`src/fetch_pkg.sv`:
```
`default_nettype none

package fetch_pkg;

  // ====================================================================
  // line geometry
  // ====================================================================
  localparam int LINE_BITS   = 128;
  localparam int WORD_BITS   = 32;
  localparam int OFFSET_BITS = 4;
  localparam int TAG_BITS    = 32 - OFFSET_BITS;
  localparam int WSEL_BITS   = $clog2(LINE_BITS / WORD_BITS);

  typedef logic [LINE_BITS-1:0] line_t;
  typedef logic [TAG_BITS-1:0]  tag_t;

  // one queue slot, 157 bits
  typedef struct packed {
    line_t line;
    tag_t  tag;
    logic  fault;
  } q_entry_t;

  // ====================================================================
  // read channel sequencing
  // ====================================================================
  typedef enum logic [1:0] {
    FETCH_IDLE = 2'd0,
    FETCH_ADDR = 2'd1,
    FETCH_DATA = 2'd2
  } fetch_state_e;

endpackage

`default_nettype wire

```
`src/line_queue_if.sv`:
```
`timescale 1ns/10ps
`default_nettype none

interface line_queue_if #(
  parameter int LINE_DEPTH = 4
);
  import fetch_pkg::*;

  localparam int CNT_W = $clog2(LINE_DEPTH) + 1;

  // producer side
  logic     push;
  q_entry_t push_entry;
  logic     flush;

  // consumer side
  logic     pop;

  // queue status
  q_entry_t             head_entry;
  logic                 empty;
  logic                 full;
  logic [CNT_W-1:0]     count;

  modport ctrl (
    output push, push_entry, flush,
    input  count
  );

  modport queue (
    input  push, push_entry, flush, pop,
    output head_entry, empty, full, count
  );

  // push and push_entry are seen here for the empty-queue bypass
  modport select (
    input  head_entry, empty, push, push_entry,
    output pop
  );

endinterface

`default_nettype wire

```
`src/fetch_buffer_top.sv`:
```
`timescale 1ns/10ps
`default_nettype none

module fetch_buffer_top #(
  parameter int          LINE_DEPTH = 4,
  parameter logic [31:0] RESET_PC   = 32'h8000_0000
) (
  input  wire                           clk,
  input  wire                           rst_n,
  // core side
  input  wire  [31:0]                   pc_i,
  input  wire                           jmp_flush_i,
  output logic                          inst_valid_o,
  output logic [fetch_pkg::WORD_BITS:0] inst_o,
  // AXI read address
  output logic                          ar_valid_o,
  input  wire                           ar_ready_i,
  output logic [31:0]                   ar_addr_o,
  // AXI read data
  input  wire                           r_valid_i,
  output logic                          r_ready_o,
  input  wire  fetch_pkg::line_t        r_data_i,
  input  wire  [1:0]                    r_resp_i
);

  line_queue_if #(.LINE_DEPTH(LINE_DEPTH)) lq_if ();

  // ====================================================================
  // request side
  // ====================================================================
  line_fetch_ctrl #(
    .LINE_DEPTH (LINE_DEPTH),
    .RESET_PC   (RESET_PC)
  ) u_ctrl (
    .clk         (clk),
    .rst_n       (rst_n),
    .jmp_flush_i (jmp_flush_i),
    .pc_i        (pc_i),
    .ar_valid_o  (ar_valid_o),
    .ar_ready_i  (ar_ready_i),
    .ar_addr_o   (ar_addr_o),
    .r_valid_i   (r_valid_i),
    .r_ready_o   (r_ready_o),
    .r_data_i    (r_data_i),
    .r_resp_i    (r_resp_i),
    .q           (lq_if.ctrl)
  );

  line_queue #(
    .LINE_DEPTH (LINE_DEPTH)
  ) u_queue (
    .clk   (clk),
    .rst_n (rst_n),
    .q     (lq_if.queue)
  );

  // ====================================================================
  // core side
  // ====================================================================
  inst_select u_select (
    .pc_i         (pc_i),
    .inst_valid_o (inst_valid_o),
    .inst_o       (inst_o),
    .q            (lq_if.select)
  );

endmodule

`default_nettype wire

```
`src/inst_select.sv`:
```
`timescale 1ns/10ps
`default_nettype none

module inst_select (
  input  wire  [31:0]                 pc_i,
  output logic                        inst_valid_o,
  output logic [fetch_pkg::WORD_BITS:0] inst_o,
  line_queue_if.select                q
);
  import fetch_pkg::*;

  tag_t           pc_tag;
  q_entry_t       sel_entry;
  logic [WSEL_BITS-1:0] wsel;
  logic [WORD_BITS-1:0] word;
  logic           head_hit;
  logic           bypass_hit;

  assign pc_tag = pc_i[31:OFFSET_BITS];
  assign wsel   = pc_i[OFFSET_BITS-1:2];

  // ====================================================================
  // hit detection
  // ====================================================================
  assign head_hit   = !q.empty && (q.head_entry.tag == pc_tag);

  // response landing in an empty queue goes straight out
  assign bypass_hit = q.empty && q.push && (q.push_entry.tag == pc_tag);

  // head no longer matches the pc line, drop it
  assign q.pop = !q.empty && (q.head_entry.tag != pc_tag);

  assign inst_valid_o = head_hit || bypass_hit;

  // ====================================================================
  // word mux
  // ====================================================================
  always_comb begin
    if (q.empty) begin
      sel_entry = q.push_entry;
    end else begin
      sel_entry = q.head_entry;
    end
  end

  always_comb begin
    case (wsel)
      2'd0:    word = sel_entry.line[31:0];
      2'd1:    word = sel_entry.line[63:32];
      2'd2:    word = sel_entry.line[95:64];
      default: word = sel_entry.line[127:96];
    endcase
  end

  // fault rides on top of the word
  assign inst_o = {sel_entry.fault, word};

endmodule

`default_nettype wire

```
`src/line_fetch_ctrl.sv`:
```
`timescale 1ns/10ps
`default_nettype none

module line_fetch_ctrl #(
  parameter int          LINE_DEPTH = 4,
  parameter logic [31:0] RESET_PC   = 32'h8000_0000
) (
  input  wire                    clk,
  input  wire                    rst_n,
  input  wire                    jmp_flush_i,
  input  wire  [31:0]            pc_i,
  output logic                   ar_valid_o,
  input  wire                    ar_ready_i,
  output logic [31:0]            ar_addr_o,
  input  wire                    r_valid_i,
  output logic                   r_ready_o,
  input  wire  fetch_pkg::line_t r_data_i,
  input  wire  [1:0]             r_resp_i,
  line_queue_if.ctrl             q
);
  import fetch_pkg::*;

  fetch_state_e state;
  fetch_state_e state_d;
  tag_t         next_tag;
  tag_t         next_tag_d;
  tag_t         req_tag;
  tag_t         pc_tag;
  logic         discard;
  logic         discard_d;
  logic         ar_hs;
  logic         r_hs;
  logic         room;

  assign pc_tag = pc_i[31:OFFSET_BITS];
  assign ar_hs  = ar_valid_o && ar_ready_i;
  assign r_hs   = r_valid_i && r_ready_o;

  // a jump empties the queue on the next edge so there is room then
  assign room = jmp_flush_i || (q.count < LINE_DEPTH);

  // ====================================================================
  // state sequencing
  // ====================================================================
  always_comb begin
    state_d = state;
    case (state)
      FETCH_IDLE: begin
        if (room) begin
          state_d = FETCH_ADDR;
        end
      end
      FETCH_ADDR: begin
        if (ar_hs) begin
          state_d = FETCH_DATA;
        end
      end
      FETCH_DATA: begin
        // after a dropped beat the queue is empty, so refetch right away
        if (r_hs) begin
          state_d = (discard || jmp_flush_i) ? FETCH_ADDR : FETCH_IDLE;
        end
      end
      default: state_d = FETCH_IDLE;
    endcase
  end

  always_comb begin
    if (jmp_flush_i) begin
      next_tag_d = pc_tag;
    end else if (r_hs && !discard) begin
      next_tag_d = next_tag + 1'b1;
    end else begin
      next_tag_d = next_tag;
    end
  end

  // the address already issued still gets its beat, which must be thrown away
  always_comb begin
    if (jmp_flush_i) begin
      discard_d = (state == FETCH_ADDR) || ((state == FETCH_DATA) && !r_hs);
    end else if (r_hs) begin
      discard_d = 1'b0;
    end else begin
      discard_d = discard;
    end
  end

  always_ff @(posedge clk) begin
    if (rst_n) begin
      state    <= FETCH_IDLE;
      next_tag <= RESET_PC[31:OFFSET_BITS];
      discard  <= 1'b0;
    end else begin
      state    <= state_d;
      next_tag <= next_tag_d;
      discard  <= discard_d;
    end
  end

  // held for the whole address phase
  always_ff @(posedge clk) begin
    if ((state_d == FETCH_ADDR) && (state != FETCH_ADDR)) begin
      req_tag <= next_tag_d;
    end
  end

  // ====================================================================
  // AXI read channels and queue write
  // ====================================================================
  assign ar_valid_o = (state == FETCH_ADDR);
  assign ar_addr_o  = {req_tag, {OFFSET_BITS{1'b0}}};
  assign r_ready_o  = (state == FETCH_DATA);

  assign q.push       = r_hs && !discard;
  assign q.push_entry = '{line: r_data_i, tag: req_tag, fault: |r_resp_i};
  assign q.flush      = jmp_flush_i;

endmodule

`default_nettype wire

```
`src/line_queue.sv`:
```
`timescale 1ns/10ps
`default_nettype none

module line_queue #(
  parameter int LINE_DEPTH = 4
) (
  input  wire          clk,
  input  wire          rst_n,
  line_queue_if.queue  q
);
  import fetch_pkg::*;

  localparam int PTR_W = $clog2(LINE_DEPTH);

  // pointers carry one extra wrap bit
  logic [PTR_W:0]   wptr;
  logic [PTR_W:0]   rptr;
  logic [PTR_W-1:0] waddr;
  logic [PTR_W-1:0] raddr;

  q_entry_t mem [LINE_DEPTH];

  assign waddr = wptr[PTR_W-1:0];
  assign raddr = rptr[PTR_W-1:0];

  // ====================================================================
  // status
  // ====================================================================
  assign q.count = wptr - rptr;
  assign q.empty = (q.count == '0);
  assign q.full  = (q.count == LINE_DEPTH[PTR_W:0]);

  // ====================================================================
  // pointers
  // ====================================================================
  always_ff @(posedge clk) begin
    if (rst_n) begin
      wptr <= '0;
    end else if (q.flush) begin
      // flush beats any push in the same cycle
      wptr <= '0;
    end else if (q.push) begin
      wptr <= wptr + 1'b1;
    end
  end

  always_ff @(posedge clk) begin
    if (rst_n) begin
      rptr <= '0;
    end else if (q.flush) begin
      rptr <= '0;
    end else if (q.pop) begin
      rptr <= rptr + 1'b1;
    end
  end

  // ====================================================================
  // storage
  // ====================================================================
  always_ff @(posedge clk) begin
    if (q.push) begin
      mem[waddr] <= q.push_entry;
    end
  end

  // write-to-read forward when the slot being written is the head
  always_comb begin
    if (q.push && (waddr == raddr)) begin
      q.head_entry = q.push_entry;
    end else begin
      q.head_entry = mem[raddr];
    end
  end

endmodule

`default_nettype wire

```
`config.mk`:
```
export PLATFORM = sky130hd
export DESIGN_NAME = fetch_buffer_top
export DESIGN_NICKNAME = d
export VERILOG_FILES = /design/src/fetch_pkg.sv /design/src/line_queue_if.sv /design/src/fetch_buffer_top.sv /design/src/inst_select.sv /design/src/line_fetch_ctrl.sv /design/src/line_queue.sv
export SDC_FILE = /design/constraint.sdc
export NUM_CORES = 1
export LEC_CHECK = 0
export BUFFER_PORTS_ARGS = -buffer_cell sky130_fd_sc_hd__buf_2
export CORE_MARGIN = 3
export CORE_UTILIZATION = 40
export DETAILED_ROUTE_END_ITERATION = 8
export PLACE_DENSITY = 0.56
export SKIP_CTS_REPAIR_TIMING = 1
export SYNTH_ARGS = -nofsm -noshare
export SYNTH_HDL_FRONTEND = slang
export SYNTH_SLANG_ARGS = --single-unit
export TNS_END_PERCENT = 10
```
`constraint.sdc`:
```
create_clock -name clk -period 15.6 [get_ports clk]
set_clock_uncertainty 0.2 [all_clocks]
set_input_delay 2.34 -clock clk [delete_from_list [all_inputs] [get_ports clk]]
set_output_delay 2.34 -clock clk [all_outputs]
set_load 0.03 [all_outputs]
```
==> results_dict.tcl <==
set metrics [dict create \
    run_status "finished clean" \
    power_density_nw_per_um2 132 \
    timing.hold.worst.start "u_queue.rptr[2]" \
    number_of_enable_flip_flop_cells_after_synthesis 656 \
    cts_inserted_buffers 75 \
    ir_worst_vdd_v 0.0000739 \
    timing.critical_path.from_type "input port" \
    cellLeakagePower_uw 0.0105 \
    core_area_um2 70300 \
    cts.sinks 695 \
    endpoint_kind "primary output" \
    worstSkewPairLatency_ns 0.60 \
    floorplan.initialDensity_pct 40.6 \
    seq_area_frac_synth_pct 71.8 \
    per_instance_average_area_after_synthesis_um2 20.8 \
    worst_pin_slew_ns 1.09 \
    routability_congestion_estimate 0.786 \
    layout.area.seq_um2 20500 \
    numPortBuffers 228 \
    maxCapViolCount 0 \
    first_iter_violations 1034 \
    vias 14000 \
    grt_pass1_wl_um 96100 \
    timing.critical_path.required_ns 13.06 \
    finalWorstPathRequiredPeriod_ns 7.31 \
    final_min_period_over_clock_period_pct 46.8 \
    routed_wl_um 64100 \
    timing.fmax_mhz 137 \
    multiInputGateArea_um2 7450 \
    grt_setup_unrepaired "false" \
    drive_gt1_share_pct 36.7 \
    grt_usage_pct 17.3 \
    final_nets 1775 \
    tritoncts "yes" \
    grt_max_degree 65 \
    distinct_cell_type_count_of_the_synthesized_netlist 50 \
    first_global_vias 14900 \
    synth_ff_type "sky130_fd_sc_hd__edfxtp_1" \
    post_route_antenna_net_violation_count 0 \
    path_clk_slew_ns 0.06 \
    setup_total_negative_slack_ns 0 \
    num_rows 97 \
    hold_class "flip-flop to flip-flop" \
    final-setup-viol-count 0 \
    die_width_um 273 \
    cts-htree-levels 3 \
    timing.critical_path.fanout_max 33 \
    wl_per_cell_um 24.7 \
    cp_data_arrival_time_ns 4.77 \
    pre_cts_ws_ns 8.28 \
    final-max-slew-violation-count 0 \
    detailed_place_hpwl_um 38200 \
    layout.cells.non_filler 2598 \
    ys.warnings.count 0 \
    chipHeight_um 273 \
    synth-seq-cells 695 \
    timing_worst_setup_path_type "input port to primary output" \
    detail_route.vias_per_cell 5.40 \
    area_growth_syn_to_layout_pct 15.0 \
    dp.cells 2462 \
    fillers 5951 \
    synth_async_sr_flop_share_pct 0 \
    crit_start "r_valid_i" \
    antenna_found_initial 9 \
    timing.final.ws_setup_ns 8.29 \
    clock_path_buffers 3 \
    fp.dieArea_um2 74500 \
    cts-root-buf "sky130_fd_sc_hd__clkbuf_16" \
    syn-instance-count 1369 \
    hold_violation_count_in_the_final_report 0 \
    route.detailed.drc 0 \
    synth_area_um2 28500 \
    top_level_ports 235 \
    slew_headroom_pct 27.3 \
    drtPass1Iterations 5 \
    overflow 0 \
]
## cells in the final DEF, fill, tap and decap left out, types with 8 or more instances in the layout
cell type                   count
sky130_fd_sc_hd__buf_2        226
sky130_fd_sc_hd__nand4_1       13
sky130_fd_sc_hd__xnor2_1       55
sky130_fd_sc_hd__and3_1         8
sky130_fd_sc_hd__buf_4         20
sky130_fd_sc_hd__mux2_2        33
sky130_fd_sc_hd__ha_1           8
sky130_fd_sc_hd__clkbuf_1      19
sky130_fd_sc_hd__nand2_1       46
sky130_fd_sc_hd__nor3_1         8
sky130_fd_sc_hd__nor2_1        21
sky130_fd_sc_hd__clkbuf_16     79
sky130_fd_sc_hd__edfxtp_1     656
sky130_fd_sc_hd__clkinv_1      15
sky130_fd_sc_hd__mux4_2       215
sky130_fd_sc_hd__inv_1         12
sky130_fd_sc_hd__clkinv_2       9
sky130_fd_sc_hd__mux2i_1        9
sky130_fd_sc_hd__and2_1        27
sky130_fd_sc_hd__o21ai_0       30
sky130_fd_sc_hd__nand3_1       17
sky130_fd_sc_hd__dfxtp_1       37
sky130_fd_sc_hd__xor2_1        31
## power breakdown
group,internal [uW],switching (uW),total (uW)
sequential,2070,42.3,2120
combinational,229,299,528
clock,998,698,1700
## final cells by class
class | count | area share (%)
Clock inverter | 32 | 0.779
Multi-Input combinational cell | 569 | 22.7
Timing Repair Buffer | 246 | 3.91
Sequential cell | 695 | 62.5
Antenna cell | 4 | 0.0305
Tap cell | 940 | 3.59
Inverter | 12 | 0.137
Clock buffer | 100 | 6.33
## critical path, stage by stage
cell and delay [ns]:
sky130_fd_sc_hd__buf_2 0.09, sky130_fd_sc_hd__and4bb_2 0.49, sky130_fd_sc_hd__nand3_2 0.31, sky130_fd_sc_hd__nand2_2 0.14, sky130_fd_sc_hd__buf_4 0.68, sky130_fd_sc_hd__mux2_2 0.45, sky130_fd_sc_hd__buf_2 0.18
## logic make-up after synthesis
group	Yosys count	share of synthesized area [%]
flip-flops	695	71.8
multiplexers	261	19.0
AND/OR/NAND/NOR	162	2.92
buffers and inverters	108	2.14
XOR/XNOR	86	2.64
AO/OA/AOI/OAI	47	1.06
adder cells (fa/ha/maj)	9	0.421
other	1	0.0132
## stage by stage
step / hold WS [ns] / total power, uW / area, um^2 / utilization [%]
final: 0.286 / 4340 / 32800 / 46.6
after floorplan: 0.255 / 2530 / 28500 / -
after global placement: 0.272 / 2690 / 30400 / 43.3
after global routing: 0.347 / 4510 / 32800 / 46.6
after detailed placement: 0.281 / 2700 / 30400 / 43.3
after CTS: 0.290 / 4410 / 32800 / 46.6
## per-layer routing
metal  global-route usage [%]  part of all wire, %  up-vias  wire length [um]
met3                     3.83                  6.2       86              3940
met5                        0                 0.10        -                64
met2                     28.5                   49      375             31500
met4                     4.69                  1.7        8              1120
li1                         -                    -     6067                 -
met1                     23.4                   43     7492             27500
## worst paths after layout
check | slack, ns | end | cells after the start
setup / recovery | 8.29 | inst_o[0] | 7
hold / removal | 0.29 | u_queue.rptr[2] | 2
setup reg to reg | 11.50 | u_queue.rptr[1] | 8
hold reg to reg | 0.29 | u_queue.rptr[2] | 2
## synth_stat cells (all sizes together) (3+ instances only)
master | number | area share, %
a21oi | 5 | 0.088
and2 | 31 | 0.68
and3 | 8 | 0.18
and4 | 3 | 0.092
buf | 67 | 1.6
clkbuf | 29 | 0.43
dfxtp | 39 | 2.7
edfxtp | 656 | 69
ha | 8 | 0.35
inv | 12 | 0.16
mux2 | 33 | 1.3
mux2i | 9 | 0.32
mux4 | 219 | 17
nand2 | 47 | 0.62
nand3 | 18 | 0.33
nand4 | 13 | 0.29
nor2 | 21 | 0.28
nor3 | 8 | 0.14
nor4 | 4 | 0.088
o21ai | 30 | 0.53
or3 | 5 | 0.11
xnor2 | 55 | 1.7
xor2 | 31 | 0.95
## registers in the layout (all words and copies together), names as in the netlist, named ones only
| name | count |
|---|---|
| u_queue.rptr | 3 |
| u_ctrl.next_tag | 28 |
| u_ctrl.discard | 1 |
| u_ctrl.state | 2 |
| u_queue.mem | 628 |
| u_ctrl.req_tag | 28 |
| u_queue.wptr | 3 |
No activity file was read; power rests on OpenSTA's default activity.
